**config.mk**
```make
export PLATFORM = sky130hd
export DESIGN_NAME = axi4_w_buffer
export DESIGN_NICKNAME = d
export VERILOG_FILES = /design/src/w_buf_pkg.sv /design/src/w_beat_if.sv /design/src/axi4_w_buffer.sv /design/src/w_route_fsm.sv /design/src/w_fifo.sv
export SDC_FILE = /design/constraint.sdc
export NUM_CORES = 1
export LEC_CHECK = 0
export ABC_CLOCK_PERIOD_IN_PS = 3000
export CORE_MARGIN = 2
export CORE_UTILIZATION = 44
export DETAILED_ROUTE_END_ITERATION = 6
export DONT_BUFFER_PORTS = 1
export SYNTH_ARGS = -nofsm -noshare
export SYNTH_HDL_FRONTEND = slang
export SYNTH_SLANG_ARGS = --single-unit
```
**constraint.sdc**
```tcl
create_clock -name axi4_aclk -period 3 [get_ports axi4_aclk]
set_input_delay 0.6 -clock axi4_aclk [delete_from_list [all_inputs] [get_ports axi4_aclk]]
set_output_delay 0.6 -clock axi4_aclk [all_outputs]
set_load 0.02 [all_outputs]
```
**src/w_buf_pkg.sv**
```systemverilog
/* Shared widths, depths and types of the W buffer
   Widths are fixed here, so every block is built for the same 32-bit word */
package w_buf_pkg;

  // Bus widths
  localparam int AXI_DATA_WIDTH = 32;
  localparam int AXI_STRB_WIDTH = AXI_DATA_WIDTH / 8;
  localparam int AXI_ID_WIDTH   = 4;
  localparam int AXI_USER_WIDTH = 4;

  // Buffer depths
  localparam int INPUT_BUFFER_DEPTH = 4;
  localparam int ORDER_FIFO_DEPTH   = 8;

  // One W beat, 41 bits
  typedef struct packed {
    logic [AXI_DATA_WIDTH-1:0] data;
    logic [AXI_STRB_WIDTH-1:0] strb;
    logic [AXI_USER_WIDTH-1:0] user;
    logic                      last;
  } w_beat_t;

  // What to do with the burst at the head of the beat buffer
  typedef enum logic {
    ORDER_FORWARD = 1'b0,
    ORDER_DROP    = 1'b1
  } w_order_e;

  // One translation order, 8 bits
  typedef struct packed {
    w_order_e                opcode;
    logic                    master;
    logic [AXI_ID_WIDTH-1:0] id;
    logic                    prefetch;
    logic                    hit;
  } w_order_t;

  // Routing FSM states
  typedef enum logic {
    ROUTE       = 1'b0,
    B_HANDSHAKE = 1'b1
  } route_state_e;

endpackage
```
**src/w_beat_if.sv**
```systemverilog
/* One W beat stream with valid/ready
   The source holds beat and valid until the transfer */
`timescale 1ns/1ps

interface w_beat_if import w_buf_pkg::*; ();

  w_beat_t beat;
  logic    valid;
  logic    ready;

  // Producer side drives the payload and valid
  modport source (
    output beat,
    output valid,
    input  ready
  );

  // Consumer side answers with ready
  modport sink (
    input  beat,
    input  valid,
    output ready
  );

endinterface

```
**src/axi4_w_buffer.sv**
```systemverilog
/* W data buffer behind a single TLB, one order per burst in arrival order
   Drop wins when l1_forward_i and l1_drop_i are high together */
`timescale 1ns/1ps

module axi4_w_buffer import w_buf_pkg::*; (
  input  logic                      axi4_aclk,
  input  logic                      axi4_arstn,

  // Orders from the TLB
  input  logic                      l1_forward_i,
  input  logic                      l1_drop_i,
  input  logic                      l1_master_i,
  input  logic [AXI_ID_WIDTH-1:0]   l1_id_i,
  input  logic                      l1_prefetch_i,
  input  logic                      l1_hit_i,
  output logic                      l1_done_o,
  output logic                      input_stall_o,
  output logic                      master_select_o,

  // B sender
  output logic                      b_drop_o,
  input  logic                      b_done_i,
  output logic [AXI_ID_WIDTH-1:0]   id_o,
  output logic                      prefetch_o,
  output logic                      hit_o,

  // Slave W channel
  input  logic [AXI_DATA_WIDTH-1:0] s_axi4_wdata_i,
  input  logic [AXI_STRB_WIDTH-1:0] s_axi4_wstrb_i,
  input  logic [AXI_USER_WIDTH-1:0] s_axi4_wuser_i,
  input  logic                      s_axi4_wlast_i,
  input  logic                      s_axi4_wvalid_i,
  output logic                      s_axi4_wready_o,

  // Master W channel
  output logic [AXI_DATA_WIDTH-1:0] m_axi4_wdata_o,
  output logic [AXI_STRB_WIDTH-1:0] m_axi4_wstrb_o,
  output logic [AXI_USER_WIDTH-1:0] m_axi4_wuser_o,
  output logic                      m_axi4_wlast_o,
  output logic                      m_axi4_wvalid_o,
  input  logic                      m_axi4_wready_i
);

  w_beat_if in_w ();
  w_beat_if buf_w ();

  w_order_t order_in;
  w_order_t order_head;
  logic     order_req;
  logic     order_push_ready;
  logic     order_head_valid;
  logic     order_pop;
  w_beat_t  m_beat;

  // Slave pins onto the input stream
  assign in_w.beat.data   = s_axi4_wdata_i;
  assign in_w.beat.strb   = s_axi4_wstrb_i;
  assign in_w.beat.user   = s_axi4_wuser_i;
  assign in_w.beat.last   = s_axi4_wlast_i;
  assign in_w.valid       = s_axi4_wvalid_i;
  assign s_axi4_wready_o  = in_w.ready;

  w_fifo #(
    .DEPTH   (INPUT_BUFFER_DEPTH),
    .entry_t (w_beat_t)
  ) beat_buf (
    .axi4_aclk    (axi4_aclk),
    .axi4_arstn   (axi4_arstn),
    .push_data_i  (in_w.beat),
    .push_valid_i (in_w.valid),
    .push_ready_o (in_w.ready),
    .pop_data_o   (buf_w.beat),
    .pop_valid_o  (buf_w.valid),
    .pop_ready_i  (buf_w.ready)
  );

  // Build the order, drop has priority over forward
  assign order_req         = l1_forward_i | l1_drop_i;
  assign order_in.opcode   = l1_drop_i ? ORDER_DROP : ORDER_FORWARD;
  assign order_in.master   = l1_master_i;
  assign order_in.id       = l1_id_i;
  assign order_in.prefetch = l1_prefetch_i;
  assign order_in.hit      = l1_hit_i;

  // Order is stored in the same cycle that l1_done_o is seen
  assign l1_done_o     = order_req & order_push_ready;
  assign input_stall_o = ~order_push_ready;

  w_fifo #(
    .DEPTH   (ORDER_FIFO_DEPTH),
    .entry_t (w_order_t)
  ) order_fifo (
    .axi4_aclk    (axi4_aclk),
    .axi4_arstn   (axi4_arstn),
    .push_data_i  (order_in),
    .push_valid_i (order_req),
    .push_ready_o (order_push_ready),
    .pop_data_o   (order_head),
    .pop_valid_o  (order_head_valid),
    .pop_ready_i  (order_pop)
  );

  w_route_fsm route_fsm (
    .axi4_aclk       (axi4_aclk),
    .axi4_arstn      (axi4_arstn),
    .buf_w           (buf_w),
    .order_i         (order_head),
    .order_valid_i   (order_head_valid),
    .order_ready_o   (order_pop),
    .m_beat_o        (m_beat),
    .m_valid_o       (m_axi4_wvalid_o),
    .m_ready_i       (m_axi4_wready_i),
    .master_select_o (master_select_o),
    .b_drop_o        (b_drop_o),
    .b_done_i        (b_done_i)
  );

  // Drop handshake fields come from the head order
  assign id_o       = order_head.id;
  assign prefetch_o = order_head.prefetch;
  assign hit_o      = order_head.hit;

  assign m_axi4_wdata_o = m_beat.data;
  assign m_axi4_wstrb_o = m_beat.strb;
  assign m_axi4_wuser_o = m_beat.user;
  assign m_axi4_wlast_o = m_beat.last;

endmodule

```
**src/w_route_fsm.sv**
```systemverilog
/* Forwards or discards the head burst as the head order says
   A dropped burst is only retired once the B sender answers b_done_i */
`timescale 1ns/1ps

module w_route_fsm import w_buf_pkg::*; (
  input  logic          axi4_aclk,
  input  logic          axi4_arstn,

  // Beats from the input buffer
  w_beat_if.sink        buf_w,

  // Head of the order FIFO
  input  w_order_t      order_i,
  input  logic          order_valid_i,
  output logic          order_ready_o,

  // Master W channel
  output w_beat_t       m_beat_o,
  output logic          m_valid_o,
  input  logic          m_ready_i,
  output logic          master_select_o,

  // Drop handshake with the B sender
  output logic          b_drop_o,
  input  logic          b_done_i
);

  route_state_e state_q;
  route_state_e state_d;
  logic         fwd_order;
  logic         drop_order;
  logic         fwd_last;
  logic         drop_last;

  // Decode the head order
  assign fwd_order  = order_valid_i && (order_i.opcode == ORDER_FORWARD);
  assign drop_order = order_valid_i && (order_i.opcode == ORDER_DROP);

  // Last beat of the burst leaves the buffer this cycle
  assign fwd_last  = buf_w.valid & buf_w.beat.last & m_ready_i;
  assign drop_last = buf_w.valid & buf_w.beat.last;

  // Port select is only meaningful with an order at the head
  assign master_select_o = order_valid_i & order_i.master;

  always_ff @(posedge axi4_aclk or negedge axi4_arstn) begin
    if (!axi4_arstn) begin
      state_q <= ROUTE;
    end else begin
      state_q <= state_d;
    end
  end

  always_comb begin
    state_d       = state_q;
    m_beat_o      = '0;
    m_valid_o     = 1'b0;
    buf_w.ready   = 1'b0;
    order_ready_o = 1'b0;
    b_drop_o      = 1'b0;

    case (state_q)
      ROUTE: begin
        if (fwd_order) begin
          // Pass the beat through, buffer ready follows the master
          m_beat_o      = buf_w.beat;
          m_valid_o     = buf_w.valid;
          buf_w.ready   = m_ready_i;
          // Retire the order with the last beat
          order_ready_o = fwd_last;
        end else if (drop_order) begin
          // Swallow the whole burst
          buf_w.ready = 1'b1;
          if (drop_last) begin
            state_d = B_HANDSHAKE;
          end
        end
      end

      B_HANDSHAKE: begin
        // Nothing moves until the B sender has taken the drop
        b_drop_o = 1'b1;
        if (b_done_i) begin
          order_ready_o = 1'b1;
          state_d       = ROUTE;
        end
      end

      default: begin
        state_d = ROUTE;
      end
    endcase
  end

endmodule

```
**src/w_fifo.sv**
```systemverilog
/* Registered circular FIFO, DEPTH of 2 or more
   Push ready follows occupancy only, a full FIFO takes nothing until it pops */
`timescale 1ns/1ps

module w_fifo #(
  parameter int  DEPTH   = 4,
  parameter type entry_t = logic [7:0]
) (
  input  logic   axi4_aclk,
  input  logic   axi4_arstn,

  input  entry_t push_data_i,
  input  logic   push_valid_i,
  output logic   push_ready_o,

  output entry_t pop_data_o,
  output logic   pop_valid_o,
  input  logic   pop_ready_i
);

  entry_t                   mem [DEPTH];
  logic [$clog2(DEPTH)-1:0] rd_ptr;
  logic [$clog2(DEPTH)-1:0] wr_ptr;
  logic [$clog2(DEPTH):0]   count;
  logic                     push;
  logic                     pop;

  // Flags come straight from the occupancy count
  assign push_ready_o = (int'(count) != DEPTH);
  assign pop_valid_o  = (count != '0);
  assign pop_data_o   = mem[rd_ptr];

  assign push = push_valid_i & push_ready_o;
  assign pop  = pop_valid_o & pop_ready_i;

  // Entry written now is at the head next cycle when the FIFO was empty
  always_ff @(posedge axi4_aclk) begin
    if (push) begin
      mem[wr_ptr] <= push_data_i;
    end
  end

  always_ff @(posedge axi4_aclk or negedge axi4_arstn) begin
    if (!axi4_arstn) begin
      rd_ptr <= '0;
      wr_ptr <= '0;
      count  <= '0;
    end else begin
      // Pointers wrap at DEPTH, which need not be a power of two
      if (push) begin
        wr_ptr <= (int'(wr_ptr) == DEPTH - 1) ? '0 : wr_ptr + 1'b1;
      end
      if (pop) begin
        rd_ptr <= (int'(rd_ptr) == DEPTH - 1) ? '0 : rd_ptr + 1'b1;
      end

      // Simultaneous push and pop leaves the count unchanged
      case ({push, pop})
        2'b10: begin
          count <= count + 1'b1;
        end
        2'b01: begin
          count <= count - 1'b1;
        end
        default: begin
          count <= count;
        end
      endcase
    end
  end

endmodule

```
## Word level (Yosys, flattened, before mapping)

Memory sizes are Yosys's and may differ from the RTL's.
Index checks and enable logic that the tools add are counted.

- Output and inout bits: 53
- Memory bits (writable): 228
- Bits in latches: 0
- Input bits: 55
- Memories kept: 2
- Flip-flop bits (word level): 18
- Word-level logic and storage cells: 71
- Memory bits (read-only): 0

- Add/sub/neg operators: 8
- Mux-type cells: 27
- Equal/unequal tests: 10
- Shift-type cells: 0
- Reduce and logical (&&, ||, !) cells: 6
- $mul: 0
- Div/mod/pow operators: 0
- Order comparisons: 0
- Bitwise logic cells: 11

Memory list:

| memory | words | bits a word | read ports | clocked after Yosys merged registers in | wr ports | line | text |
|---|---|---|---|---|---|---|---|
| beat_buf.mem | 4 | 41 | 1 | 0 | 1 | w_fifo.sv:21 | `entry_t mem [DEPTH];` |
| order_fifo.mem | 8 | 8 | 1 | 0 | 1 | w_fifo.sv:21 |  |

Operators with widths:

| kind | number |
|---|---|
| $mux 41 | 2 |
| $mux 1 | 17 |
| $add 3x1->3 const B | 3 |
| $eq 2x1->1 const B | 4 |
| $pmux 4 s2 | 1 |
| $and 1x1->1 | 7 |
| $eq 3x1->1 const B | 2 |
| $mux 3 | 2 |
| $pmux 3 s2 | 1 |
| $add 2x1->2 const B | 2 |
| $add 4x1->4 const B | 1 |
| $eq 2x2->1 const B | 2 |
| $mux 2 | 2 |
| $ne 4x4->1 const B | 1 |
| $pmux 1 s2 | 2 |
| $reduce_bool 2->1 | 2 |
| $reduce_bool 4->1 | 1 |
| $sub 4x1->4 const B | 1 |
| $ne 3x3->1 const B | 1 |
| $not 1->1 | 3 |
| $reduce_bool 3->1 | 1 |
| $sub 3x1->3 const B | 1 |
| $logic_and 1x1->1 | 2 |
| $or 1x1->1 | 1 |

## Logic depth before layout (Yosys ltp)

Gate-level depths: netlist of run 1.

- Depth after elaboration: 8
- Gate-level depth with buffers: 13
- Mapped depth without buffers: 12

## Cells and area by module

Synthesis of run 1 repeated with hierarchy kept, for this count alone.

- Cell total of the unflattened synthesis: 471
- Area total of the unflattened synthesis: 9955.8 sq um

By module, submodules not included:

| module | cells each | seq. area each (sq um) | area an instance (sq um) | instances |
|---|---|---|---|---|
| w_fifo at beat_buf | 255 | 5099.9 | 6362.4 | 1 |
| w_fifo at order_fifo | 158 | 2172.1 | 3159.3 | 1 |
| w_route_fsm | 55 | 25.0 | 416.6 | 1 |
| axi4_w_buffer | 3 | 0.0 | 17.5 | 1 |

## Worst setup path before layout of run 1

No wires, ideal clock.

- Path kind: reg-to-reg
- Start: register order_fifo.count[1]
- End: register order_fifo.count[2]
- Arrival time: 2.728 ns
- Period minus slack after synthesis: 2.855 ns
- Buffers on the path: 2
- Library setup time: 0.126 ns
- Required time: 2.874 ns
- Stages on the path, launching flop included: 12
- Setup slack: 0.145 ns
- Path through: dfrtp_1 -> clkbuf_1 -> nor4b_1 -> or2_2 -> buf_2 -> ha_1 -> xor2_1 -> ha_1 -> a21oi_1 -> xor2_1 -> nor2_1 -> xor2_1

- Cells in the longest elaborated chain, start to end: 7
- Elaborated cells on any way between the ends: 13
- Classes of those cells: add/sub: 2; eq/ne: 3; mux: 3; bitwise: 2; reduce/logical: 3

Ends and longest elaborated chain:

| what | line | text |
|---|---|---|
| from (decl) | w_fifo.sv:24 | `logic [$clog2(DEPTH):0] count;` |
| from (signal assigned) | w_fifo.sv:60 | `count <= count + 1'b1;` |
| from (signal assigned) | w_fifo.sv:63 | `count <= count - 1'b1;` |
| from (signal assigned) | w_fifo.sv:66 | `count <= count;` |
| $reduce_bool 4->1 | w_fifo.sv:30 | `assign pop_valid_o = (count != '0);` |
| $logic_and 1x1->1 | w_route_fsm.sv:36 | `assign fwd_order = order_valid_i && (order_i.opcode == ORDER_FORWARD);` |
| $mux 1 | w_route_fsm.sv:64 | `if (fwd_order) begin` |
| $pmux 1 s2 | w_route_fsm.sv:62 | `case (state_q)` |
| $and 1x1->1 | w_fifo.sv:34 | `assign pop = pop_valid_o & pop_ready_i;` |
| $eq 2x1->1 or $eq 2x2->1 (tied branches) | w_fifo.sv:58 | `case ({push, pop})` |
| $pmux 4 s2 or $reduce_bool 2->1 (tied branches) | -- |  |

Several ways; a longest one is shown, not always the timed one.
A chain may end at the register's enable or synchronous reset.

## Worst setup path in the final report of run 1

- Start: register order_fifo.rd_ptr[0]
- End: output m_axi4_wdata_o[7]

- Cells in the longest elaborated chain, start to end: 5

Ends and longest elaborated chain:

| what | line | text |
|---|---|---|
| from (decl) | w_fifo.sv:22 | `logic [$clog2(DEPTH)-1:0] rd_ptr;` |
| from (signal assigned) | w_fifo.sv:54 | `rd_ptr <= (int'(rd_ptr) == DEPTH - 1) ? '0 : rd_ptr + 1'b1;` |
| $mem_v2 8x8 | -- |  |
| $not 1->1 | w_route_fsm.sv:36 |  |
| $logic_and 1x1->1 | w_route_fsm.sv:36 |  |
| $mux 41 | w_route_fsm.sv:64 |  |
| $mux 41 | w_route_fsm.sv:62 |  |
| to (decl) | axi4_w_buffer.sv:36 | `output logic [AXI_DATA_WIDTH-1:0] m_axi4_wdata_o,` |

Every way passes these cells.

==> results of run 1 <==
[final timing paths]
path | start | endpoint | slack (ps) | cells past startpoint
max | order_fifo.rd_ptr[0] | m_axi4_wdata_o[7] | -70 | 6
min in group asynchronous | axi4_arstn | beat_buf.count[2] | 640 | 1
min | l1_id_i[2] | order_fifo.mem[4][4] | 170 | 0
min reg2reg | order_fifo.count[3] | order_fifo.count[3] | 500 | 1
max in group asynchronous | axi4_arstn | beat_buf.rd_ptr[0] | 1730 | 1
max reg2reg | order_fifo.rd_ptr[1] | order_fifo.count[2] | 180 | 13
[state kept, by name (all words and copies together), names as in the netlist]
name,cells
beat_buf.rd_ptr,2
order_fifo.wr_ptr,3
order_fifo.rd_ptr,3
order_fifo.count,4
route_fsm.state_q,1
beat_buf.mem,164
beat_buf.wr_ptr,2
order_fifo.mem,64
beat_buf.count,3
[per-layer routing]
layer / vias up / routed length [um] / track usage
met1: 2307 / 6925 / 0.1697
li1: 1972 / - / -
met3: 27 / 1195 / 0.04361
met5: - / 0 / 0
met4: 0 / 355 / 0.04063
met2: 118 / 9134 / 0.2621
[synth_stat cells, types with 2 or more instances]
library cell	n	share of area
nor2_1	10	0.0037
nor2b_1	6	0.0037
nand2_1	12	0.0044
dfrtp_1	18	0.044
and3_1	5	0.0031
mux2i_1	2	0.0020
xnor2_1	3	0.0026
edfxtp_1	228	0.68
buf_12	4	0.0079
a21oi_1	2	0.00099
clkbuf_1	11	0.0041
a21o_1	2	0.0015
xor2_1	5	0.0043
mux4_2	51	0.11
buf_2	5	0.0025
mux2_2	12	0.013
mux4_1	4	0.010
nor3_1	6	0.0030
nor4b_1	3	0.0026
ha_1	13	0.016
mux2_1	3	0.0033
nor4_1	2	0.0012
nor3b_1	2	0.0015
nor2b_4	40	0.054
inv_1	4	0.0015
[logic make-up (layout without fill, tap and decap cells)]
kind of cell	after synthesis	after routing
flops	246	246
simple gates	95	95
mux	73	73
buf+inv	25	86
fa+ha+maj	14	14
compound gates	9	9
xor+xnor	8	8
[power breakdown]
| part | leakage (nW) | internal (mW) | switching (mW) |
|---|---|---|---|
| clock network | 0.414 | 1.98 | 1.25 |
| logic | 1.25 | 2.29 | 2.67 |
| registers | 2.30 | 4.58 | 0.330 |
[area by class of cell]
| cell class | instances | area, sq um | area share |
|---|---|---|---|
| Tap cell | 285 | 356.6 | 0.03078 |
| Sequential cell | 246 | 7305 | 0.6305 |
| Inverter | 4 | 15.01 | 0.001296 |
| Multi-Input combinational cell | 199 | 2695 | 0.2326 |
| Clock inverter | 17 | 191.4 | 0.01652 |
| Timing Repair Buffer | 34 | 332.8 | 0.02873 |
| Clock buffer | 31 | 690.7 | 0.05961 |
[through the flow]
| step | setup TNS [ps] | total power, mW | utilization | setup WS [ps] | std cells |
|---|---|---|---|---|---|
| after floorplan | 0 | 8.917 | - | 145.3 | 470 |
| after global placement | 0 | 9.639 | 0.4666 | 272.9 | 762 |
| after CTS | -2563 | 13.22 | 0.5103 | -78.90 | 815 |
| after global routing | -5191 | 13.78 | 0.5117 | -146.9 | 816 |
| after detailed placement | 0 | 9.763 | 0.4666 | 231.1 | 762 |
| final | -2136 | 13.10 | 0.5117 | -67.75 | 816 |
[worst reg2reg max path: stages (launching register included)]
cell and delay (ps):
dfrtp_1 450, buf_4 220, and3_1 220, nor4_4 310, buf_4 180, o22a_1 160, inv_1 70, ha_1 210
xor2_1 170, ha_1 220, a21oi_2 120, xor2_1 170, nor2_1 60, xor2_1 140
[timing repair]
item | CTS | global route
cloned | 0 | 1
pin swaps | 4 | 3
hold endpoints to repair | 18 | 0
hold buffers | 1 | 0
setup buffers | 4 | 0
endpoints found under the setup margin | 41 | 42
gates resized for setup | 15 | 2
==> results.py, run 1 <==
metrics = {
    "final_layout": {
        "n_antenna_cell": 0,
        "syn_to_final_growth_pct": 14.33,
        "drive_above_1_share": 0.3597,
        "nNetsFinal": 580,
        "design_area_sq_um": 11590,
        "layout_commonest_cell": "edfxtp_1",
        "number_of_fill_cells_in_the_layout": 1795,
        "commonest_non_fill_non_tap_cells_in_the_layout": "edfxtp_1 (228), mux4_2 (51), nor2b_4 (40)",
    },
    "logic_synthesis": {
        "most_instantiated_flip_flop_cell_in_the_synthesis_netlist": "edfxtp_1",
        "post_synth_xor_area_fraction": 0.006914,
        "muxShareOfSynthArea": 0.1438,
        "synth-adder-area-share": 0.01803,
        "synth_area_per_cell_sq_um": 21.56,
        "number_of_flops_mapped_to_enable_cells_by_yosys": 228,
        "seq_area_frac_synth": 0.7201,
        "synth_simple_gate_area_share": 0.08692,
        "synthesized_net_count": 539,
        "complex_gate_fraction_of_the_synthesized_area": 0.007161,
        "post_synthesis_instance_total": 470,
        "ys_async_sr_fraction": 0.07317,
        "synth_top_family_by_area": "multiplexers",
        "synth_cell_type_count": 42,
        "ys.warnings.count": 0,
        "synth_seq_cells": 246,
        "netlist_area_sq_um": 10130,
    },
    "setup_path": {
        "worst_ep_required_time_ps": 2400,
        "worstPathBufferInverterCount": 2,
        "worst_setup_path_end_kind": "primary output",
        "worst_setup_path_start_kind": "register",
        "worstSetupPathType": "reg2out",
        "critical-path-top-delay-family": "simple AND/OR/NAND/NOR gates",
        "worst-endpoint-arrival_ps": 2470,
        "worst-path-max-fanout": 7,
        "critPathMaxStageDelay_ps": 460,
        "worst_path_max_delay_cell": "dfrtp_2",
        "cp_cell_sequence": "buf_6 -> a2111oi_4 -> nor4_4 -> or3_4 -> buf_12 -> nor2b_4",
    },
    "timing": {
        "final_critical_path_setup_slack_ps": -67.75,
        "final.period_utilization": 1.023,
        "clock.fmax_mhz": 326.0,
        "final.min_clock_period_ps": 3068,
        "worst_slew_pin_slew_ps": 862.2,
        "timing.final.hold_violations": 0,
        "min_hold_slack_ps": 174.9,
        "timing.clock.skew_ps": 10.02,
        "report.final.slew_viol_count": 0,
        "finalSetupViolCount": 41,
        "timing.slew.headroom": 0.4233,
        "rsz0062_at_grt": "true",
    },
    "route": {
        "dr.first_iter.drc_count": 191,
        "wl_um": 17610,
        "route.detailed.wl_per_inst_um": 21.58,
        "drt-vias-per-instance": 5.422,
        "post-route-drc-count": 0,
        "first_pass_iters": 4,
        "via_count": 4424,
        "antenna_violating_nets_post_route": 0,
    },
    "clocking": {
        "root_buffer": "clkbuf_16",
        "cts_tree": "done",
        "clockBufferDepth": 3,
        "clk_transition_reported_paths_ps": 60,
        "htree_num_levels": 1,
        "numCtsBuffers": 26,
        "clock_insertion_delay_worst_skew_ps": 520,
        "cts_num_sinks": 246,
    },
    "place": {
        "buffer_ports.inserted": 0,
        "dpl_cell_area_sq_um": 10570,
        "hpwl_after_detailed_placement_um": 10570,
        "gp_congestion": 0.7271,
    },
    "global_route": {
        "grt_pass1_vias": 4746,
        "grt_antenna_before_repair": 0,
        "largest_net_degree_at_the_start_of_global_routing": 44,
        "grt_util_all_layers": 0.1457,
        "globalRoute.totalOverflow": 0,
        "grt_first_pass_wirelength_um": 26610,
    },
    "floorplan": {
        "initial_utilization": 0.4476,
        "overall_die_area_sq_um": 24260,
        "floorplan.die.width_um": 155.8,
        "die_height_um": 155.8,
        "design.portCount": 108,
        "row_count": 55,
        "core_sq_um": 22640,
    },
    "power": {
        "power_leakage_nw": 3.965,
        "power.density_cell_area_nw_per_um2": 1131,
        "irDropWorstVdd_uv": 647.4,
    },
    "flow_run": {
        "drv.max_cap_violation_count": 0,
    },
    "outcome": {
        "violations_in_the_final_reports": "setup timing",
        "outcome": "finished with violations",
    },
    "min_path": {
        "min_path_type": "in2reg",
    },
}
No activity file was read; power rests on OpenSTA's default activity.
==> run 2, diff against run 1 <==
Settings changed: CORE_UTILIZATION 44 to 26.
==> results.py, run 2 (same netlist as run 1, synthesis figures left out) <==
metrics = {
    "route": {
        "maxUsedRoutingLayer": "met4",
        "via_count": 4559,
        "route.detailed.wl_per_inst_um": 19.29,
        "post-route-drc-count": 0,
        "wl_met2_um": 10300,
        "m1WireLength_um": 7729,
        "dr.first_iter.drc_count": 235,
        "antenna_violating_nets_post_route": 0,
        "wl_um": 20390,
        "drt-vias-per-instance": 4.313,
        "first_pass_iters": 4,
        "dr_wl_met3_um": 1917,
    },
    "min_path": {
        "min-delay-start": "l1_id_i[2]",
        "min_path_type": "in2reg",
    },
    "final_layout": {
        "largest_reg_flops": 164,
        "nNetsFinal": 586,
        "finalCoreUtilization": 0.3137,
        "number_of_fill_cells_in_the_layout": 3741,
        "n_antenna_cell": 0,
        "final_cells": 1057,
        "drive_above_1_share": 0.3692,
        "layout_commonest_cell": "edfxtp_1",
        "design_area_sq_um": 12090,
        "commonest_non_fill_non_tap_cells_in_the_layout": "edfxtp_1 (228), mux4_2 (51), nor2b_4 (40)",
        "syn_to_final_growth_pct": 19.35,
        "regMostFlops": "beat_buf.mem",
        "reg.largest.list": "beat_buf.mem (164), order_fifo.mem (64), order_fifo.count (4)",
    },
    "place": {
        "hpwl_after_detailed_placement_um": 12750,
        "gp_congestion": 0.7085,
        "dpl_cell_area_sq_um": 10860,
        "placed_cells": 995,
        "buffer_ports.inserted": 0,
    },
    "clocking": {
        "root_buffer": "clkbuf_16",
        "htree_num_levels": 1,
        "clk_transition_reported_paths_ps": 60,
        "numCtsBuffers": 28,
        "clockBufferDepth": 3,
        "clock_insertion_delay_worst_skew_ps": 540,
        "cts_tree": "done",
        "cts_num_sinks": 246,
    },
    "floorplan": {
        "floorplan.die.width_um": 201.4,
        "overall_die_area_sq_um": 40570,
        "row_count": 72,
        "core_sq_um": 38560,
        "die_height_um": 201.4,
        "initial_utilization": 0.2628,
        "design.portCount": 108,
    },
    "timing": {
        "worst_slew_pin_slew_ps": 873.2,
        "report.final.slew_viol_count": 0,
        "final.min_clock_period_ps": 3146,
        "min_hold_slack_ps": 142.1,
        "timing.slew.headroom": 0.4160,
        "final.period_utilization": 1.049,
        "timing.clock.skew_ps": 10.57,
        "finalSetupViolCount": 41,
        "final_critical_path_setup_slack_ps": -146.4,
        "rsz0062_at_grt": "true",
        "clock.fmax_mhz": 317.8,
        "timing.final.hold_violations": 0,
    },
    "global_route": {
        "largest_net_degree_at_the_start_of_global_routing": 44,
        "grt_antenna_before_repair": 0,
        "grt_first_pass_wirelength_um": 31660,
        "globalRoute.totalOverflow": 0,
        "grt_util_all_layers": 0.1025,
        "grt_pass1_vias": 5126,
    },
    "setup_path": {
        "worst_setup_path_start_kind": "register",
        "worst-path-max-fanout": 8,
        "crit_start": "order_fifo.rd_ptr[0]",
        "worst_setup_path_end_kind": "primary output",
        "worstSetupPathType": "reg2out",
        "worst-endpoint-arrival_ps": 2550,
        "regToRegStartpoint": "order_fifo.rd_ptr[0]",
        "critPathMaxStageDelay_ps": 480,
        "cp_cell_sequence": "mux2_4 -> nor3b_4 -> nor4_4 -> or3_4 -> buf_12 -> nor2b_1 -> buf_4",
        "worst_ep_required_time_ps": 2400,
        "worst_path_max_delay_cell": "dfrtp_2",
    },
    "power": {
        "power.density_cell_area_nw_per_um2": 1156,
        "irDropWorstVdd_uv": 705.6,
        "power_leakage_nw": 4.083,
    },
    "flow_run": {
        "drv.max_cap_violation_count": 0,
    },
    "outcome": {
        "violations_in_the_final_reports": "setup timing",
        "outcome": "finished with violations",
    },
}
==> run 2: cell types whose count changed in the layout (fill, tap and decap cells not counted), sizes merged <==
cell      previous run  this run
buf                 32        37
clkinvlp             5         1
clkinv               8        11
bufinv               4         6
inv                  4         6
==> run 2: cell type report <==
| type | count | area (sq um) | area share |
|---|---|---|---|
| Timing Repair Buffer | 38 | 430.4 | 0.03559 |
| Tap cell | 518 | 648.1 | 0.05359 |
| Clock inverter | 20 | 287.8 | 0.02379 |
| Sequential cell | 246 | 7303 | 0.6039 |
| Clock buffer | 32 | 715.7 | 0.05918 |
| Inverter | 4 | 15.01 | 0.001241 |
| Multi-Input combinational cell | 199 | 2694 | 0.2227 |
==> run 2: worst paths after layout <==
check | end | slack (ps) | depth (start not counted)
min in group asynchronous | order_fifo.rd_ptr[1] | 610 | 1
max in group asynchronous | beat_buf.rd_ptr[0] | 1750 | 1
max | m_axi4_wdata_o[31] | -150 | 7
min | order_fifo.mem[5][4] | 140 | 0
min reg2reg | order_fifo.count[3] | 510 | 1
max reg2reg | order_fifo.count[2] | 110 | 14
==> run 2: through the flow <==
step | setup slack [ps] | TNS, ps | power, mW
finish | -146.4 | -5202 | 13.98
global route | -231.0 | -8700 | 14.72
CTS | -164.8 | -6161 | 14.23
detailed placement | 106.9 | 0 | 9.943
global placement | 211.0 | 0 | 9.725
floorplan | 145.3 | 0 | 8.917
==> run 2: power breakdown <==
group	switching (mW)	total, mW	internal, mW
Sequential	0.335	4.92	4.58
Combinational	2.89	5.43	2.54
Clock	1.38	3.63	2.25
==> run 2: what timing repair did <==
item                                   CTS  global route
endpoints found under the hold margin   18             0
hold buffers                             1             0
gates resized for setup                 16             2
gates cloned                             3             0
pin swaps                                3             2
setup buffers                            5             1
setup endpoints to repair               41            42
==> run 2: critical path, delay by kind of cell (launching register included) <==
| family | cells | cell delay (ps) |
|---|---|---|
| flip-flops | 1 | 480 |
| buffers and inverters | 2 | 340 |
| multiplexers | 1 | 340 |
| AND/OR/NAND/NOR | 4 | 830 |
==> run 2: per-layer routing <==
metal	vias up	global-route usage
met5	-	0
met4	0	0.02363
met3	30	0.04649
met2	123	0.1829
met1	2415	0.1109
li1	1991	-
